## src/design/soc_pkg.sv

```systemverilog
package soc_pkg;

    localparam int ADDR_W = 32;
    localparam int DATA_W = 32;
    localparam int STRB_W = DATA_W / 8;

    // main memory window, 4 KB
    localparam logic [ADDR_W-1:0] RAM_BASE = 32'h8000_0000;
    localparam int unsigned RAM_WORDS = 1024;
    localparam int RAM_AW = $clog2(RAM_WORDS);

    // uart window
    localparam logic [ADDR_W-1:0] UART_BASE = 32'h1000_0000;
    localparam int unsigned UART_SIZE = 16;
    localparam logic [ADDR_W-1:0] UART_DATA_OFF = 32'h0000_0000;
    localparam logic [ADDR_W-1:0] UART_STAT_OFF = 32'h0000_0004;

    typedef struct packed {
        logic [ADDR_W-1:0] addr;
        logic              write;
        logic [DATA_W-1:0] wdata;
        logic [STRB_W-1:0] strb;
    } bus_req_t;

    typedef struct packed {
        logic [DATA_W-1:0] rdata;
        logic              err;
    } bus_resp_t;

    typedef struct packed {
        logic [ADDR_W-1:0] paddr;
        logic              psel;
        logic              penable;
        logic              pwrite;
        logic [DATA_W-1:0] pwdata;
        logic [STRB_W-1:0] pstrb;
    } apb_req_t;

    typedef struct packed {
        logic [DATA_W-1:0] prdata;
        logic              pready;
        logic              pslverr;
    } apb_resp_t;

    typedef enum logic [1:0] {
        ROUTE_MEM,
        ROUTE_PERI,
        ROUTE_NONE
    } route_e;

    typedef enum logic [1:0] {
        APB_IDLE,
        APB_SETUP,
        APB_ACCESS
    } apb_state_e;

endpackage

```

## src/design/sim_uart.sv

```systemverilog
`timescale 1ns/10ps

module sim_uart (
    input  logic               clock,
    input  logic               rst_i,
    input  soc_pkg::apb_req_t  apb_req_i,
    output soc_pkg::apb_resp_t apb_resp_o,
    output logic               uart_out_valid_o,
    output logic [7:0]         uart_out_ch_o,
    output logic               uart_in_valid_o,
    input  logic [7:0]         uart_in_ch_i
);
    import soc_pkg::*;

    logic [DATA_W-1:0] wr_count_q;
    logic              access;
    logic              off_data;
    logic              off_stat;

    assign access = apb_req_i.psel & apb_req_i.penable;
    assign off_data = (apb_req_i.paddr == UART_DATA_OFF);
    assign off_stat = (apb_req_i.paddr == UART_STAT_OFF);

    // strobes only in the access phase
    assign uart_out_valid_o = access & apb_req_i.pwrite & off_data;
    assign uart_out_ch_o = apb_req_i.pwdata[7:0];
    assign uart_in_valid_o = access & ~apb_req_i.pwrite & off_data;

    always_comb begin
        apb_resp_o.pready  = 1'b1;
        apb_resp_o.pslverr = ~(off_data | off_stat);
        apb_resp_o.prdata  = '0;
        if (!apb_req_i.pwrite) begin
            if (off_data) begin
                apb_resp_o.prdata = {{(DATA_W - 8){1'b0}}, uart_in_ch_i};
            end else if (off_stat) begin
                apb_resp_o.prdata = wr_count_q;
            end
        end
    end

    // chars sent since reset
    always_ff @(posedge clock) begin
        if (rst_i) begin
            wr_count_q <= '0;
        end else if (uart_out_valid_o) begin
            wr_count_q <= wr_count_q + 1'b1;
        end
    end

endmodule

```

## config.mk

```make
export PLATFORM = sky130hd
export DESIGN_NAME = sim_uart
export DESIGN_NICKNAME = d
export VERILOG_FILES = /design/src/design/soc_pkg.sv /design/src/design/sim_uart.sv
export SDC_FILE = /design/constraint.sdc
export NUM_CORES = 1
export LEC_CHECK = 0
export ABC_AREA = 1
export CAP_MARGIN = 20
export CORE_MARGIN = 2
export CORE_UTILIZATION = 35
export DETAILED_ROUTE_END_ITERATION = 7
export DONT_BUFFER_PORTS = 1
export HOLD_SLACK_MARGIN = 0.05
export SKIP_CTS_REPAIR_TIMING = 1
export SLEW_MARGIN = 10
export SYNTH_ARGS = -nofsm -noshare
export SYNTH_HDL_FRONTEND = slang
export SYNTH_SLANG_ARGS = --single-unit
```

## constraint.sdc

```tcl
create_clock -name clock -period 2.5 [get_ports clock]
set_clock_uncertainty 0.1 [all_clocks]
set_input_delay 0.625 -clock clock [delete_from_list [all_inputs] [get_ports clock]]
set_output_delay 0.625 -clock clock [all_outputs]
set_load 0.005 [all_outputs]
```

==> impl_metrics.csv <==
group,metric,value,unit
detailed_routing,num_vias,2900,
final_layout,final_util,40.3,%
detailed_routing,drt-initial-drc-count,155,
clock_network,clock-root-buffer,"clkbuf_8",
timing,setup_slack,0.0968,ns
floorplan,die_w,91.7,µm
timing,finalHoldViolCount,0,
setup_path,critPathMaxFanout,22,
synth,syn_nets,556,
timing,min_period,2.40,ns
synth,synthAdderAreaFrac,0.465,%
timing,setup_viol,0,
synth,synth_cell_types,27,
place,place_congestion,0.904,
worst_hold_path,min_to,"wr_count_q[4]",
timing,rsz0062_at_grt,"yes",
synth,netlist_area,2690,µm²
detailed_routing,vias_per_cell,5.06,
clock_network,clk_latency,0.29,ns
setup_path,startpoint_type,"input pin",
synth,ys_warn_count,0,
place,hpwl,5860,µm
synth,syn_avg_cell_area,5.68,µm²
setup_path,reg2reg_slack,0.70,ns
floorplan,core,7370,µm²
detailed_routing,routed_wl,7530,µm
final_layout,multiInputGateArea,1780,µm²
final_layout,synthToLayoutAreaGrowth,10.3,%
power_and_ir_drop,cellPowerDensity,322,nW/µm²
clock_network,cts_buffers,5,
synth,synth_compound_area_share,7.81,%
worst_hold_path,hp-class,"input pin to flop",
setup_path,critPathRequiredTime,1.77,ns
final_layout,diodes,0,
clock_network,clock-sinks,32,
timing,drv_slew,0,
power_and_ir_drop,p_leak,0.979,nW
final_layout,finalNetCount,555,
timing,fin_crit_sh,96.1,%
global_routing,antenna_found_initial,0,
power_and_ir_drop,vdd_drop_max,0.000136,V
detailed_routing,avgRoutedWirePerCell,13.1,µm
synth,netlist_top_cells_area,"dfxtp_1 24%, nand2_1 24%, nor2_1 10%",
place,numPortBuffers,0,
final_layout,register_area,641,µm²
timing,fmax,416,MHz
synth,seq_area_frac_synth,23.8,%
synth,synth-simple-area-share,53.1,%
worst_hold_path,hp-start,"rst_i",
synth,postSynthCellCount,474,
final_layout,layout-drive-gt1-share,11.4,%
final_layout,largest_reg_flops,32,
final_layout,top_regs,"wr_count_q x32",
final_layout,n_fill_cell,839,
synth,synthFlopType,"dfxtp_1",
detailed_routing,dr.pass1.iters,4,
setup_path,r2r_start,"wr_count_q[0]",
setup_path,r2r_end,"wr_count_q[30]",
global_routing,grt_max_degree,31,
timing,tns,0,ns
floorplan,top_level_ports,125,
setup_path,rr_worst_depth,9,
global_routing,grt_use_total,18.1,%
global_routing,overflow,0,
synth,synthMuxAreaShare,0,%
synth,async_flop_share,0,%
setup_path,crit_type,"input pin to output port",
synth,synth-xor-area-share,2.93,%
clock_network,htree_levels,2,
floorplan,start_util,36.5,%
synth,synth_top_family_by_area,"simple AND/OR/NAND/NOR gates",
setup_path,crit_path_end_kind,"output port",
final_layout,top_register,"wr_count_q",
clock_network,clock_path_buffers,2,
status,status,"completed",
floorplan,die_y,91.7,µm
run,drv_cap,0,
clock_network,cts_tree,"yes",
synth,synth_edf_count,0,
place,place_ws,-0.0222,ns
floorplan,num_rows,31,
synth,yosys.area.top_type,"dfxtp_1",
worst_hold_path,min_path_cells,1,
floorplan,dieArea,8410,µm²
detailed_routing,drc,0,
synth,synth_top_area_share,23.8,%
detailed_routing,drtAntennaViolNets,0,
global_routing,grt_pass1_wl,12500,µm
global_routing,first_global_vias,2666,
setup_path,critPathArrivalTime,1.68,ns
clock_network,clk_pin_slew,0.07,ns
synth,ys_ff_latch,32,
## critical path: stages
cell     delay, ns
nor2_1        0.08
nand2_1       0.07
nor2_2        0.14
nand2_4       0.09
buf_12        0.14
nor2_8        0.15
buf_12        0.18
nor3_1        0.06
buf_4         0.13
## area by class of cell
cell class,count,area share (%)
timing repair buffer,18,6.91
tap,99,4.17
inverter,35,4.42
clock buffer,8,3.03
sequential,32,21.6
multi-input combinational,381,59.9
## power breakdown
part           leakage (nW)  internal, W   total, W        switching [W]
Sequential            0.258     0.000509   0.000509  0.00000000000000458
Combinational         0.676   0.00000719  0.0000214            0.0000142
Clock                0.0455     0.000225   0.000426             0.000201
## Yosys cell counts, types with 2 or more instances
master,count
xor2_1,6
nor2_4,2
inv_1,34
nand2_2,4
dfxtp_1,32
buf_4,14
nor3b_1,2
nand3_1,36
nor2_2,9
clkbuf_1,3
a21oi_1,28
buf_6,4
o21ai_0,14
nand2_4,3
nand4_1,5
xnor2_1,3
nor3_1,22
nand2_1,169
buf_2,5
nor2_1,72
## through the flow
| stage | cell area, µm² | total power, W | cells | hold WS [ns] |
|---|---|---|---|---|
| 2_1_floorplan | 2690 | 0.000555 | 474 | 0.358 |
| 4_1_cts | 2890 | 0.000961 | 571 | 0.293 |
| 3_5_place_dp | 2800 | 0.000542 | 563 | 0.377 |
| 3_3_place_gp | 2800 | 0.000541 | 563 | 0.364 |
| 6_report | 2970 | 0.000957 | 573 | 0.296 |
| 5_1_grt | 2970 | 0.000989 | 573 | 0.285 |
## cell usage in the layout (no fill, tap or decap), drive strengths merged
cell type,count
ha,1
o21ai,14
clkbuf,8
nor3b,2
nor3,23
inv,34
a21oi,28
xnor2,3
xor2,6
nor2,84
clkinv,1
nand3b,1
dfxtp,32
buf,18
nand4,5
conb,1
nand3,36
nand2,176
nor4,1
## cell families after synthesis
kind of cell	count (synthesis)
AND/OR/NAND/NOR	328
buffers and inverters	61
AO/OA/AOI/OAI	42
flip-flops	32
XOR/XNOR	9
adder cells (fa/ha/maj)	1
other	1
## worst max-delay path by stage
stage | end | cells past startpoint | start
finish | apb_resp_o[26] | 9 | apb_req_i[64]
global route | apb_resp_o[26] | 9 | apb_req_i[46]
CTS | apb_resp_o[28] | 9 | apb_req_i[68]
detailed placement | apb_resp_o[28] | 9 | apb_req_i[68]
global placement | apb_resp_o[28] | 9 | apb_req_i[70]
floorplan | apb_resp_o[17] | 8 | apb_req_i[70]
## routing by layer
metal | vias to the layer above | part of all wire, % | global-route usage [%]
met4 | 0 | 1.5 | 5.85
met2 | 68 | 46 | 29.8
met5 | - | 0 | 0
met3 | 7 | 4.1 | 2.71
met1 | 1337 | 48 | 24.4
li1 | 1488 | - | -
(Power assumes the default switching activity.)
