**config.mk**
```make
export PLATFORM = sky130hd
export DESIGN_NAME = addr_decode
export DESIGN_NICKNAME = d
export VERILOG_FILES = /design/src/design/soc_pkg.sv /design/src/design/addr_decode.sv
export SDC_FILE = /design/constraint.sdc
export NUM_CORES = 1
export LEC_CHECK = 0
export BUFFER_PORTS_ARGS = -buffer_cell sky130_fd_sc_hd__buf_4
export CAP_MARGIN = 25
export CORE_AREA = 4 4 121 123
export CTS_CLUSTER_DIAMETER = 150
export CTS_CLUSTER_SIZE = 30
export DETAILED_ROUTE_END_ITERATION = 8
export DIE_AREA = 0 0 125 127
export GPL_ROUTABILITY_DRIVEN = 0
export GPL_TIMING_DRIVEN = 0
export SYNTH_ARGS = -nofsm -noshare
export SYNTH_HDL_FRONTEND = slang
export SYNTH_SLANG_ARGS = --single-unit
```
**constraint.sdc**
```tcl
create_clock -name clock -period 2.4 [get_ports clock]
set_clock_uncertainty 0.1 [all_clocks]
set_input_delay 0.24 -clock clock [delete_from_list [all_inputs] [get_ports clock]]
set_output_delay 0.24 -clock clock [all_outputs]
set_load 0.01 [all_outputs]
```
**src/design/soc_pkg.sv**
```systemverilog
package soc_pkg;

    localparam int ADDR_W = 32;
    localparam int DATA_W = 32;
    localparam int STRB_W = DATA_W / 8;

    // main memory window, 4 KB
    localparam logic [ADDR_W-1:0] RAM_BASE = 32'h8000_0000;
    localparam int unsigned RAM_WORDS = 1024;
    localparam int RAM_AW = $clog2(RAM_WORDS);

    // uart window
    localparam logic [ADDR_W-1:0] UART_BASE = 32'h1000_0000;
    localparam int unsigned UART_SIZE = 16;
    localparam logic [ADDR_W-1:0] UART_DATA_OFF = 32'h0000_0000;
    localparam logic [ADDR_W-1:0] UART_STAT_OFF = 32'h0000_0004;

    typedef struct packed {
        logic [ADDR_W-1:0] addr;
        logic              write;
        logic [DATA_W-1:0] wdata;
        logic [STRB_W-1:0] strb;
    } bus_req_t;

    typedef struct packed {
        logic [DATA_W-1:0] rdata;
        logic              err;
    } bus_resp_t;

    typedef struct packed {
        logic [ADDR_W-1:0] paddr;
        logic              psel;
        logic              penable;
        logic              pwrite;
        logic [DATA_W-1:0] pwdata;
        logic [STRB_W-1:0] pstrb;
    } apb_req_t;

    typedef struct packed {
        logic [DATA_W-1:0] prdata;
        logic              pready;
        logic              pslverr;
    } apb_resp_t;

    typedef enum logic [1:0] {
        ROUTE_MEM,
        ROUTE_PERI,
        ROUTE_NONE
    } route_e;

    typedef enum logic [1:0] {
        APB_IDLE,
        APB_SETUP,
        APB_ACCESS
    } apb_state_e;

endpackage

```
**src/design/addr_decode.sv**
```systemverilog
`timescale 1ns/10ps

module addr_decode (
    input  logic               clock,
    input  logic               rst_i,
    input  logic               req_valid_i,
    input  soc_pkg::bus_req_t  req_i,
    output logic               req_ready_o,
    output logic               resp_valid_o,
    output soc_pkg::bus_resp_t resp_o,
    output logic               mem_valid_o,
    output soc_pkg::bus_req_t  mem_req_o,
    input  logic               mem_resp_valid_i,
    input  soc_pkg::bus_resp_t mem_resp_i,
    output logic               peri_valid_o,
    output soc_pkg::bus_req_t  peri_req_o,
    input  logic               peri_done_i,
    input  soc_pkg::bus_resp_t peri_resp_i
);
    import soc_pkg::*;

    logic [ADDR_W-1:0] ram_off;
    logic [ADDR_W-1:0] uart_off;
    route_e            route_d;
    route_e            route_q;
    bus_req_t          req_q;
    logic              accept;
    logic              run_q;
    logic              busy_q;
    logic              acc_q;
    logic              err_q;

    assign ram_off = req_i.addr - RAM_BASE;
    assign uart_off = req_i.addr - UART_BASE;

    always_comb begin
        if (ram_off < RAM_WORDS * 4) begin
            route_d = ROUTE_MEM;
        end else if (uart_off < UART_SIZE) begin
            route_d = ROUTE_PERI;
        end else begin
            route_d = ROUTE_NONE;
        end
    end

    // port frees up in the cycle the response goes out
    assign req_ready_o = run_q & (~busy_q | resp_valid_o);
    assign accept = req_valid_i & req_ready_o;

    always_ff @(posedge clock) begin
        if (accept) begin
            req_q <= req_i;
        end
    end

    always_ff @(posedge clock) begin
        if (rst_i) begin
            run_q        <= 1'b0;
            busy_q       <= 1'b0;
            acc_q        <= 1'b0;
            err_q        <= 1'b0;
            mem_valid_o  <= 1'b0;
            peri_valid_o <= 1'b0;
            route_q      <= ROUTE_NONE;
        end else begin
            run_q        <= 1'b1;
            acc_q        <= accept;
            // launch one cycle after accept
            mem_valid_o  <= acc_q && (route_q == ROUTE_MEM);
            peri_valid_o <= acc_q && (route_q == ROUTE_PERI);
            err_q        <= acc_q && (route_q == ROUTE_NONE);
            if (accept) begin
                busy_q  <= 1'b1;
                route_q <= route_d;
            end else if (resp_valid_o) begin
                busy_q <= 1'b0;
            end
        end
    end

    assign mem_req_o = req_q;
    assign peri_req_o = req_q;

    // response merge
    assign resp_valid_o = err_q | mem_resp_valid_i | peri_done_i;

    always_comb begin
        case (route_q)
            ROUTE_MEM: begin
                resp_o = mem_resp_i;
            end
            ROUTE_PERI: begin
                resp_o = peri_resp_i;
            end
            default: begin
                resp_o.rdata = '0;
                resp_o.err   = 1'b1;
            end
        endcase
    end

endmodule

```
==> results of run 1 <==
state kept, by name, summed over array words and instances (netlist names):
| register | cells |
|---|---|
| acc_q | 1 |
| busy_q | 1 |
| err_q | 1 |
| mem_req_o | 69 |
| mem_valid_o | 1 |
| peri_valid_o | 1 |
| route_q | 2 |
| run_q | 1 |
stage by stage:
| stage | total power, mW | worst slack (ps) | cells | util |
|---|---|---|---|---|
| after detailed placement | 2.09 | 514 | 744 | 0.441 |
| after global placement | 2.09 | 174 | 744 | 0.441 |
| after CTS | 3.61 | 251 | 825 | 0.511 |
| final | 3.55 | 301 | 826 | 0.512 |
| after floorplan | 1.74 | 552 | 251 | - |
| after global routing | 3.70 | 172 | 825 | 0.511 |
cells in the mapped netlist (2+ instances only):
master,instances
a21oi_1,2
buf_2,5
buf_4,69
clkbuf_1,3
dfxtp_1,8
edfxtp_1,69
inv_1,2
mux2i_1,32
nand3_1,3
nor2_1,35
nor4_1,5
nor4b_1,2
nor4bb_1,2
per-layer routing:
layer,GRT usage,routed length (um),vias up
li1,-,-,1602
met1,0.149,4130,1519
met2,0.300,7060,205
met3,0.0631,1360,21
met4,0.0638,288,0
met5,0,0,-
logic make-up after synthesis:
kind of cell,Yosys count,synth area share
DFF,77,0.647
buffers and inverters,81,0.165
muxes,32,0.0929
and+or+nand+nor,56,0.0867
AOI/OAI and AO/OA,5,0.00834
power by group through the flow:
stage,registers [mW],logic (mW),clock network [mW]
2_1_floorplan,1.60,0.136,0
3_3_place_gp,1.59,0.498,0
3_5_place_dp,1.59,0.506,0
4_1_cts,1.56,0.596,1.45
5_1_grt,1.56,0.635,1.50
6_report,1.56,0.590,1.40
final cells by class:
| class | count | area, sq um | share of cell area |
|---|---|---|---|
| antenna | 1 | 2.50 | 0.000358 |
| buffer | 78 | 558 | 0.0798 |
| clock buffer | 11 | 233 | 0.0333 |
| clock inverter | 5 | 77.6 | 0.0111 |
| inverter | 3 | 13.8 | 0.00197 |
| multi-input combinational | 93 | 648 | 0.0927 |
| sequential | 77 | 2230 | 0.319 |
| tap | 180 | 225 | 0.0322 |
| timing repair buffer | 378 | 3000 | 0.429 |
path summary, 6_finish.rpt:
| path | startpoint | cells past startpoint | endpoint |
|---|---|---|---|
| worst max-delay path | route_q[0] | 5 | resp_o[13] |
| worst min-delay path | req_i[65] | 1 | mem_req_o[65] |
| worst max register to register | err_q | 3 | mem_req_o[0] |
| worst min register to register | acc_q | 1 | peri_valid_o |
==> impl_metrics.env, run 1 <==
export IMPL_status="completed"
export IMPL_max_slew_worst_pin_slew_ps=860
export IMPL_wl_per_cell_um=15.5
export IMPL_syn_to_final_growth_pct=103
export IMPL_critPathTopFamily="buffers and inverters"
export IMPL_synth_area_leaders="edfxtp_1, buf_4, mux2i_1, dfxtp_1, nor2_1"
export IMPL_worst_ep_arrival_time_ps=1760
export IMPL_dp_hpwl_mm=10.1
export IMPL_peakVddDrop_mv=0.292
export IMPL_cts_tree="yes"
export IMPL_cts_resized=0
export IMPL_cts_clk_slew_worst_paths_ps=60
export IMPL_gr_total_overflow=0
export IMPL_drcViolationCount=0
export IMPL_io_pins=315
export IMPL_rsz0062_at_grt="no"
export IMPL_antenna_found_initial=0
export IMPL_slew_headroom=0.427
export IMPL_async_flop_share=0
export IMPL_pwr_share_clk=0.395
export IMPL_power_internal_mw=2.82
export IMPL_p_leak_nw=3.18
export IMPL_synthFlopType="edfxtp_1"
export IMPL_crit_chain="buf_2, buf_2, mux2i_1, nor2_1, buf_4"
export IMPL_path_class="flop to output port"
export IMPL_max_stage_delay_ps=330
export IMPL_synth_area_sq_mm=0.00345
export IMPL_finalHoldViolations=0
export IMPL_max_freq_ghz=0.476
export IMPL_dr_total_vias=3347
export IMPL_final_area_sq_mm=0.00699
export IMPL_critPathMostFrequentCell="buf_2"
export IMPL_r2r_slack_ps=620
export IMPL_critPathLaunchType="flop"
export IMPL_layout_cells_most_common="buf_4"
export IMPL_fp_dieW_um=125
export IMPL_hold_path_class="input port to flop"
export IMPL_die_h_um=127
export IMPL_power_density_mw_per_mm2=508
export IMPL_ctsRootBufferMaster="clkbuf_16"
export IMPL_synth_area_per_cell_sq_um=13.7
export IMPL_placed_area_sq_mm=0.00603
export IMPL_clock_sink_count=77
export IMPL_syn_nets=391
export IMPL_pwr_share_seq=0.439
export IMPL_htree_levels=3
export IMPL_synth_edf_count=69
export IMPL_coreArea_sq_mm=0.0137
export IMPL_ant_nets=0
export IMPL_maxCapViolCount=0
export IMPL_synth_seq_cells=77
export IMPL_routed_wl_mm=12.8
export IMPL_clk_path_buf_depth=2
export IMPL_holdBufCountCts=65
export IMPL_grt_pass1_wl_mm=19.6
export IMPL_crit_slowest_cell="dfxtp_1"
export IMPL_synth_top_area_share=0.601
export IMPL_ys_seq_area_frac=0.647
export IMPL_yosys_warnings=0
export IMPL_cts_made_buffers=9
export IMPL_synthCells=251
export IMPL_grt_pass1_vias=3739
export IMPL_p_sw_mw=0.728
export IMPL_p_comb_frac=0.166
export IMPL_final_nets=780
export IMPL_start_util=0.252
export IMPL_whs_ps=16.0
export IMPL_switching_share=0.205
export IMPL_synth_distinct_cells=27
export IMPL_portBuffers=313
export IMPL_cp_required_ps=2060
export IMPL_min_period_ps=2100
export IMPL_num_rows=43
export IMPL_grt_usage=0.157
export IMPL_path_max_fanout=10
export IMPL_dieArea_sq_mm=0.0159
export IMPL_finalSetupViolations=0
export IMPL_crit_path_end_kind="output port"
export IMPL_period_share=0.874
export IMPL_final_cell_mix="buf_4, edfxtp_1, dlygate4sd3_1"
export IMPL_post_cts_buffers=0
export IMPL_setup_tns_final_ps=0
export IMPL_path_buf_inv=3
export IMPL_drive_gt1_frac=0.629
export IMPL_synth_largest_area_cell="edfxtp_1"
export IMPL_vias_per_cell=4.05
export IMPL_fillers=1216
export IMPL_grt_max_degree=71
export IMPL_drt_iter0_markers=115
export IMPL_drv_slew=0
export IMPL_first_pass_iters=4
export IMPL_clock_latency_ps=320
Power figures use the tool's default switching activity.
==> run 2: changes to the inputs <==
--- a/config.mk
+++ b/config.mk
@@ -7,13 +7,16 @@
 export LEC_CHECK = 0
 export BUFFER_PORTS_ARGS = -buffer_cell sky130_fd_sc_hd__buf_4
 export CAP_MARGIN = 25
-export CORE_AREA = 4 4 121 123
+export CELL_PAD_IN_SITES_DETAIL_PLACEMENT = 0
+export CELL_PAD_IN_SITES_GLOBAL_PLACEMENT = 1
+export CORE_MARGIN = 4
+export CORE_UTILIZATION = 26
 export CTS_CLUSTER_DIAMETER = 150
 export CTS_CLUSTER_SIZE = 30
 export DETAILED_ROUTE_END_ITERATION = 8
-export DIE_AREA = 0 0 125 127
 export GPL_ROUTABILITY_DRIVEN = 0
 export GPL_TIMING_DRIVEN = 0
+export PLACE_DENSITY_LB_ADDON = 0.1
 export SYNTH_ARGS = -nofsm -noshare
 export SYNTH_HDL_FRONTEND = slang
 export SYNTH_SLANG_ARGS = --single-unit
==> run 2 against run 1 <==
  * Routed wire length shrank 2.2%
  * Fmax grew 4.0%
  * Combinational power is essentially flat
  * Design area grew 0.34%
  * First-iteration DRC count shrank 7.0%
  * Register-to-register slack lost 20 ps
  * Sequential share of layout area shrank 0.11 points
  * Critical endpoint is now resp_o[27]
  * Largest power group unchanged
==> impl_metrics.env, run 2 (same netlist as run 1, synthesis figures left out) <==
export IMPL_gr_total_overflow=0
export IMPL_power_density_mw_per_mm2=520
export IMPL_finalNonFillerCells=817
export IMPL_maxUsedRoutingLayer="met4"
export IMPL_grt_pass1_vias=3455
export IMPL_holdBufCountCts=67
export IMPL_drive_gt1_frac=0.628
export IMPL_coreArea_sq_mm=0.0128
export IMPL_p_sw_mw=0.729
export IMPL_pwr_share_clk=0.411
export IMPL_maxCapViolCount=0
export IMPL_r2r_slack_ps=600
export IMPL_hold_path_class="input port to flop"
export IMPL_min_period_ps=2020
export IMPL_path_max_fanout=10
export IMPL_io_pins=315
export IMPL_p_comb_frac=0.162
export IMPL_switching_share=0.200
export IMPL_post_cts_buffers=0
export IMPL_cts_tree="yes"
export IMPL_cts_resized=0
export IMPL_grt_pass1_wl_mm=18.2
export IMPL_drv_slew=0
export IMPL_period_share=0.841
export IMPL_rsz0062_at_grt="no"
export IMPL_antenna_found_initial=0
export IMPL_syn_to_final_growth_pct=103
export IMPL_p_leak_nw=3.19
export IMPL_die_h_um=123
export IMPL_start_util=0.269
export IMPL_finalHoldViolations=0
export IMPL_drt_iter0_markers=107
export IMPL_cts_made_buffers=9
export IMPL_drcViolationCount=0
export IMPL_clock_latency_ps=330
export IMPL_routed_wl_mm=12.6
export IMPL_critPathLaunchType="flop"
export IMPL_fillers=1123
export IMPL_wl_per_cell_um=15.4
export IMPL_worst_ep_arrival_time_ps=1680
export IMPL_max_freq_ghz=0.495
export IMPL_peakVddDrop_mv=0.366
export IMPL_fp_dieW_um=123
export IMPL_cts_clk_slew_worst_paths_ps=60
export IMPL_wl_met1_mm=4.23
export IMPL_dr_total_vias=3246
export IMPL_wl_met2_mm=6.99
export IMPL_grt_max_degree=71
export IMPL_power_internal_mw=2.92
export IMPL_largest_reg_flops=69
export IMPL_dieArea_sq_mm=0.0152
export IMPL_pwr_share_seq=0.427
export IMPL_diodes=0
export IMPL_max_slew_worst_pin_slew_ps=888
export IMPL_htree_levels=3
export IMPL_ctsRootBufferMaster="clkbuf_16"
export IMPL_clk_path_buf_depth=2
export IMPL_final_cell_mix="buf_4, edfxtp_1, dlygate4sd3_1"
export IMPL_placed_cells=736
export IMPL_status="completed"
export IMPL_grt_usage=0.158
export IMPL_crit_path_end_kind="output port"
export IMPL_setup_tns_final_ps=0
export IMPL_cp_required_ps=2060
export IMPL_layout_cells_most_common="buf_4"
export IMPL_num_rows=41
export IMPL_final_nets=782
export IMPL_vias_per_cell=3.97
export IMPL_slew_headroom=0.408
export IMPL_portBuffers=313
export IMPL_dp_hpwl_mm=10.0
export IMPL_route_met3_wl_mm=1.21
export IMPL_path_class="flop to output port"
export IMPL_clock_sink_count=77
export IMPL_first_pass_iters=4
export IMPL_finalSetupViolations=0
export IMPL_ant_nets=0
==> run 2: changes by cell type in the layout (fill, tap and decap cells not counted) <==
cell	delta
clkbuf_1	-2
clkinv_2	-2
dlygate4sd3_1	+2
bufinv_16	+1
clkinv_1	+1
diode_2	-1
==> run 2: stage by stage <==
step,instance area (sq um),power (mW),setup WS [ps],util,hold WS [ps]
finish,7010,3.65,382,0.547,17.0
global route,7010,3.81,180,0.547,3.69
CTS,7010,3.70,332,0.547,4.16
detailed placement,6020,2.09,522,0.469,319
global placement,6010,2.08,185,0.469,319
floorplan,3450,1.74,552,-,239
==> run 2: path summary, 6_finish.rpt <==
path | cells past startpoint | startpoint | end
max | 5 | route_q[0] | resp_o[27]
min | 1 | req_i[65] | mem_req_o[65]
max reg2reg | 3 | err_q | mem_req_o[61]
min reg2reg | 1 | acc_q | peri_valid_o
==> run 2: critical path, stage by stage (launching register included) <==
cell     delay [ps]
dfxtp_1         330
buf_2           240
buf_2           340
mux2i_1         220
nor2_1           60
buf_4           160
==> run 2: power groups by stage <==
stage          combinational (mW)  sequential (mW)  clock (mW)
2_1_floorplan               0.136             1.60           0
3_3_place_gp                0.497             1.59           0
3_5_place_dp                0.504             1.59           0
4_1_cts                     0.599             1.56        1.54
5_1_grt                     0.637             1.56        1.61
6_report                    0.591             1.56        1.50
==> run 2: layout make-up <==
class	count	area, sq um	share of cell area
inverters	3	13.8	0.00196
well taps	172	215	0.0307
multi-input cells	93	648	0.0924
clock inverters	5	101	0.0144
clock buffers	9	225	0.0321
repair buffers	380	3020	0.431
flip-flops and latches	77	2230	0.318
plain buffers	78	558	0.0796
==> run 2: metal layers <==
metal / vias up / GRT usage
met5: - / 0
met2: 176 / 0.303
met3: 11 / 0.0503
li1: 1601 / -
met1: 1458 / 0.164
met4: 0 / 0.0394
==> run 3: changes to the inputs <==
--- a/config.mk
+++ b/config.mk
@@ -10,7 +10,7 @@
 export CELL_PAD_IN_SITES_DETAIL_PLACEMENT = 0
 export CELL_PAD_IN_SITES_GLOBAL_PLACEMENT = 1
 export CORE_MARGIN = 4
-export CORE_UTILIZATION = 26
+export CORE_UTILIZATION = 24
 export CTS_CLUSTER_DIAMETER = 150
 export CTS_CLUSTER_SIZE = 30
 export DETAILED_ROUTE_END_ITERATION = 8
==> constraint.sdc (replaced) <==
create_clock -name clock -period 1.82 [get_ports clock]
set_clock_uncertainty 0.1 [all_clocks]
set_input_delay 0.182 -clock clock [delete_from_list [all_inputs] [get_ports clock]]
set_output_delay 0.182 -clock clock [all_outputs]
set_load 0.01 [all_outputs]
==> run 3 against run 2 <==
  * Total power up 25%
  * Sequential share of layout area down 0.31 points
  * Largest power group unchanged
  * Non-clock buffer count up 7
  * Highest routed layer unchanged
  * Register-to-register slack worse by 470 ps
  * Global-route usage down 1.4 points
  * Utilization down 4.0 points
  * First-iteration DRC count up 12%
  * Sequential power up 31%
==> impl_metrics.env, run 3 (same netlist as run 1, synthesis figures left out) <==
export IMPL_timing_rr_start="err_q"
export IMPL_cts_made_buffers=9
export IMPL_diodes=0
export IMPL_crit_chain="or4b_4, and2_1, buf_4"
export IMPL_drv_slew=0
export IMPL_gr_total_overflow=0
export IMPL_hold_path_class="input port to flop"
export IMPL_final_area_sq_mm=0.00709
export IMPL_ant_nets=0
export IMPL_reg2reg_to="mem_req_o[57]"
export IMPL_ctsRootBufferMaster="clkbuf_16"
export IMPL_cp_required_ps=1540
export IMPL_cts_tree="yes"
export IMPL_grt_max_degree=71
export IMPL_io_pins=315
export IMPL_rsz0062_at_grt="no"
export IMPL_critPathTopFamily="simple AND/OR/NAND/NOR gates"
export IMPL_finalHoldViolations=0
export IMPL_post_route_util=0.507
export IMPL_htree_levels=3
export IMPL_cts_clk_slew_worst_paths_ps=60
export IMPL_max_slew_worst_pin_slew_ps=657
export IMPL_layout_cells_most_common="buf_4"
export IMPL_max_freq_ghz=0.571
export IMPL_crit_slowest_cell="or4b_4"
export IMPL_finalSetupViolations=0
export IMPL_drive_gt1_frac=0.635
export IMPL_syn_to_final_growth_pct=105
export IMPL_final_cell_mix="buf_4, dlygate4sd3_1, edfxtp_1"
export IMPL_dp_hpwl_mm=10.0
export IMPL_path_max_fanout=3
export IMPL_power_density_mw_per_mm2=643
export IMPL_endpoint="req_ready_o"
export IMPL_placed_cells=744
export IMPL_min_path_cells=2
export IMPL_period_share=0.962
export IMPL_maxCapViolCount=0
export IMPL_p_total_mw=4.55
export IMPL_slew_headroom=0.562
export IMPL_p_leak_nw=3.22
export IMPL_dr_total_vias=3283
export IMPL_routed_wl_mm=12.6
export IMPL_clock_sink_count=77
export IMPL_reg2reg_depth=3
export IMPL_worst_ep_arrival_time_ps=1470
export IMPL_cp_num_cells=3
export IMPL_fp_dieW_um=128
export IMPL_crit_start="err_q"
export IMPL_wl_per_cell_um=15.1
export IMPL_crit_path_end_kind="output port"
export IMPL_dieArea_sq_mm=0.0164
export IMPL_coreArea_sq_mm=0.0140
export IMPL_peakVddDrop_mv=0.481
export IMPL_clk_path_buf_depth=2
export IMPL_drcViolationCount=0
export IMPL_grt_pass1_wl_mm=18.3
export IMPL_first_pass_iters=4
export IMPL_fillers=1273
export IMPL_grt_usage=0.143
export IMPL_antenna_found_initial=0
export IMPL_die_h_um=128
export IMPL_vias_per_cell=3.94
export IMPL_critPathLaunchType="flop"
export IMPL_final_nets=789
export IMPL_r2r_slack_ps=130
export IMPL_path_class="flop to output port"
export IMPL_placed_area_sq_mm=0.00603
export IMPL_start_util=0.247
export IMPL_portBuffers=313
export IMPL_drt_iter0_markers=120
export IMPL_max_stage_delay_ps=520
export IMPL_path_buf_inv=1
export IMPL_setup_tns_final_ps=0
export IMPL_finalNonFillerCells=834
export IMPL_grt_pass1_vias=3441
export IMPL_status="completed"
export IMPL_min_period_ps=1750
export IMPL_clock_latency_ps=320
export IMPL_num_rows=43
export IMPL_largest_reg_flops=69
[run 3: changes by cell type in the layout (fill, tap and decap cells not counted), sizes merged]
cell	change
buf	+6
clkinv	+3
bufinv	-2
dlygate4sd3	+2
clkbuf	+1
clkinvlp	-1
[run 3: repair_timing]
action / 4_1_cts / 5_1_grt
hold buffers: 69 / 0
buffers inserted: 0 / 5
endpoints found under the hold margin: 69 / 0
cloned: 0 / 1
pin swaps: 0 / 2
gates resized for setup: 12 / 4
endpoints found under the setup margin: 89 / 27
[run 3: metal layers]
metal | vias up | routed length (um) | track usage
met5 | - | 0 | 0
met4 | 0 | 233 | 0.0499
met1 | 1475 | 4130 | 0.141
met3 | 15 | 1140 | 0.0413
met2 | 175 | 7090 | 0.282
li1 | 1618 | - | -
[run 3: how the worst min path moves through the flow]
stage	slack [ps]	start	to
floorplan	180	req_i[0]	mem_req_o[0]
global placement	260	req_i[3]	mem_req_o[3]
detailed placement	260	req_i[4]	mem_req_o[4]
CTS	8	rst_i	run_q
global route	20	rst_i	run_q
finish	20	rst_i	run_q
[run 3: layout make-up]
class | count | area, sq um | share of cell area
sequential | 77 | 2230 | 0.315
clock inverter | 5 | 51.3 | 0.00724
multi-input combinational | 93 | 654 | 0.0923
clock buffer | 11 | 233 | 0.0328
tap | 180 | 225 | 0.0318
buffer | 77 | 591 | 0.0833
timing repair buffer | 388 | 3080 | 0.435
inverter | 3 | 16.3 | 0.00230
[run 3: power by group]
part | internal, mW | switching (mW) | leakage (nW) | total, mW
combinational | 0.519 | 0.267 | 2.37 | 0.786
clock | 1.05 | 0.661 | 0.139 | 1.71
sequential | 2.01 | 0.0397 | 0.712 | 2.05
total | 3.59 | 0.968 | 3.22 | 4.55
[run 3: metrics by stage]
step	hold WS [ps]	worst slack, ps
2_1_floorplan	181	199
3_3_place_gp	260	2.28
3_5_place_dp	261	-14.8
4_1_cts	8.05	19.9
5_1_grt	23.2	1.91
6_report	22.3	69.6
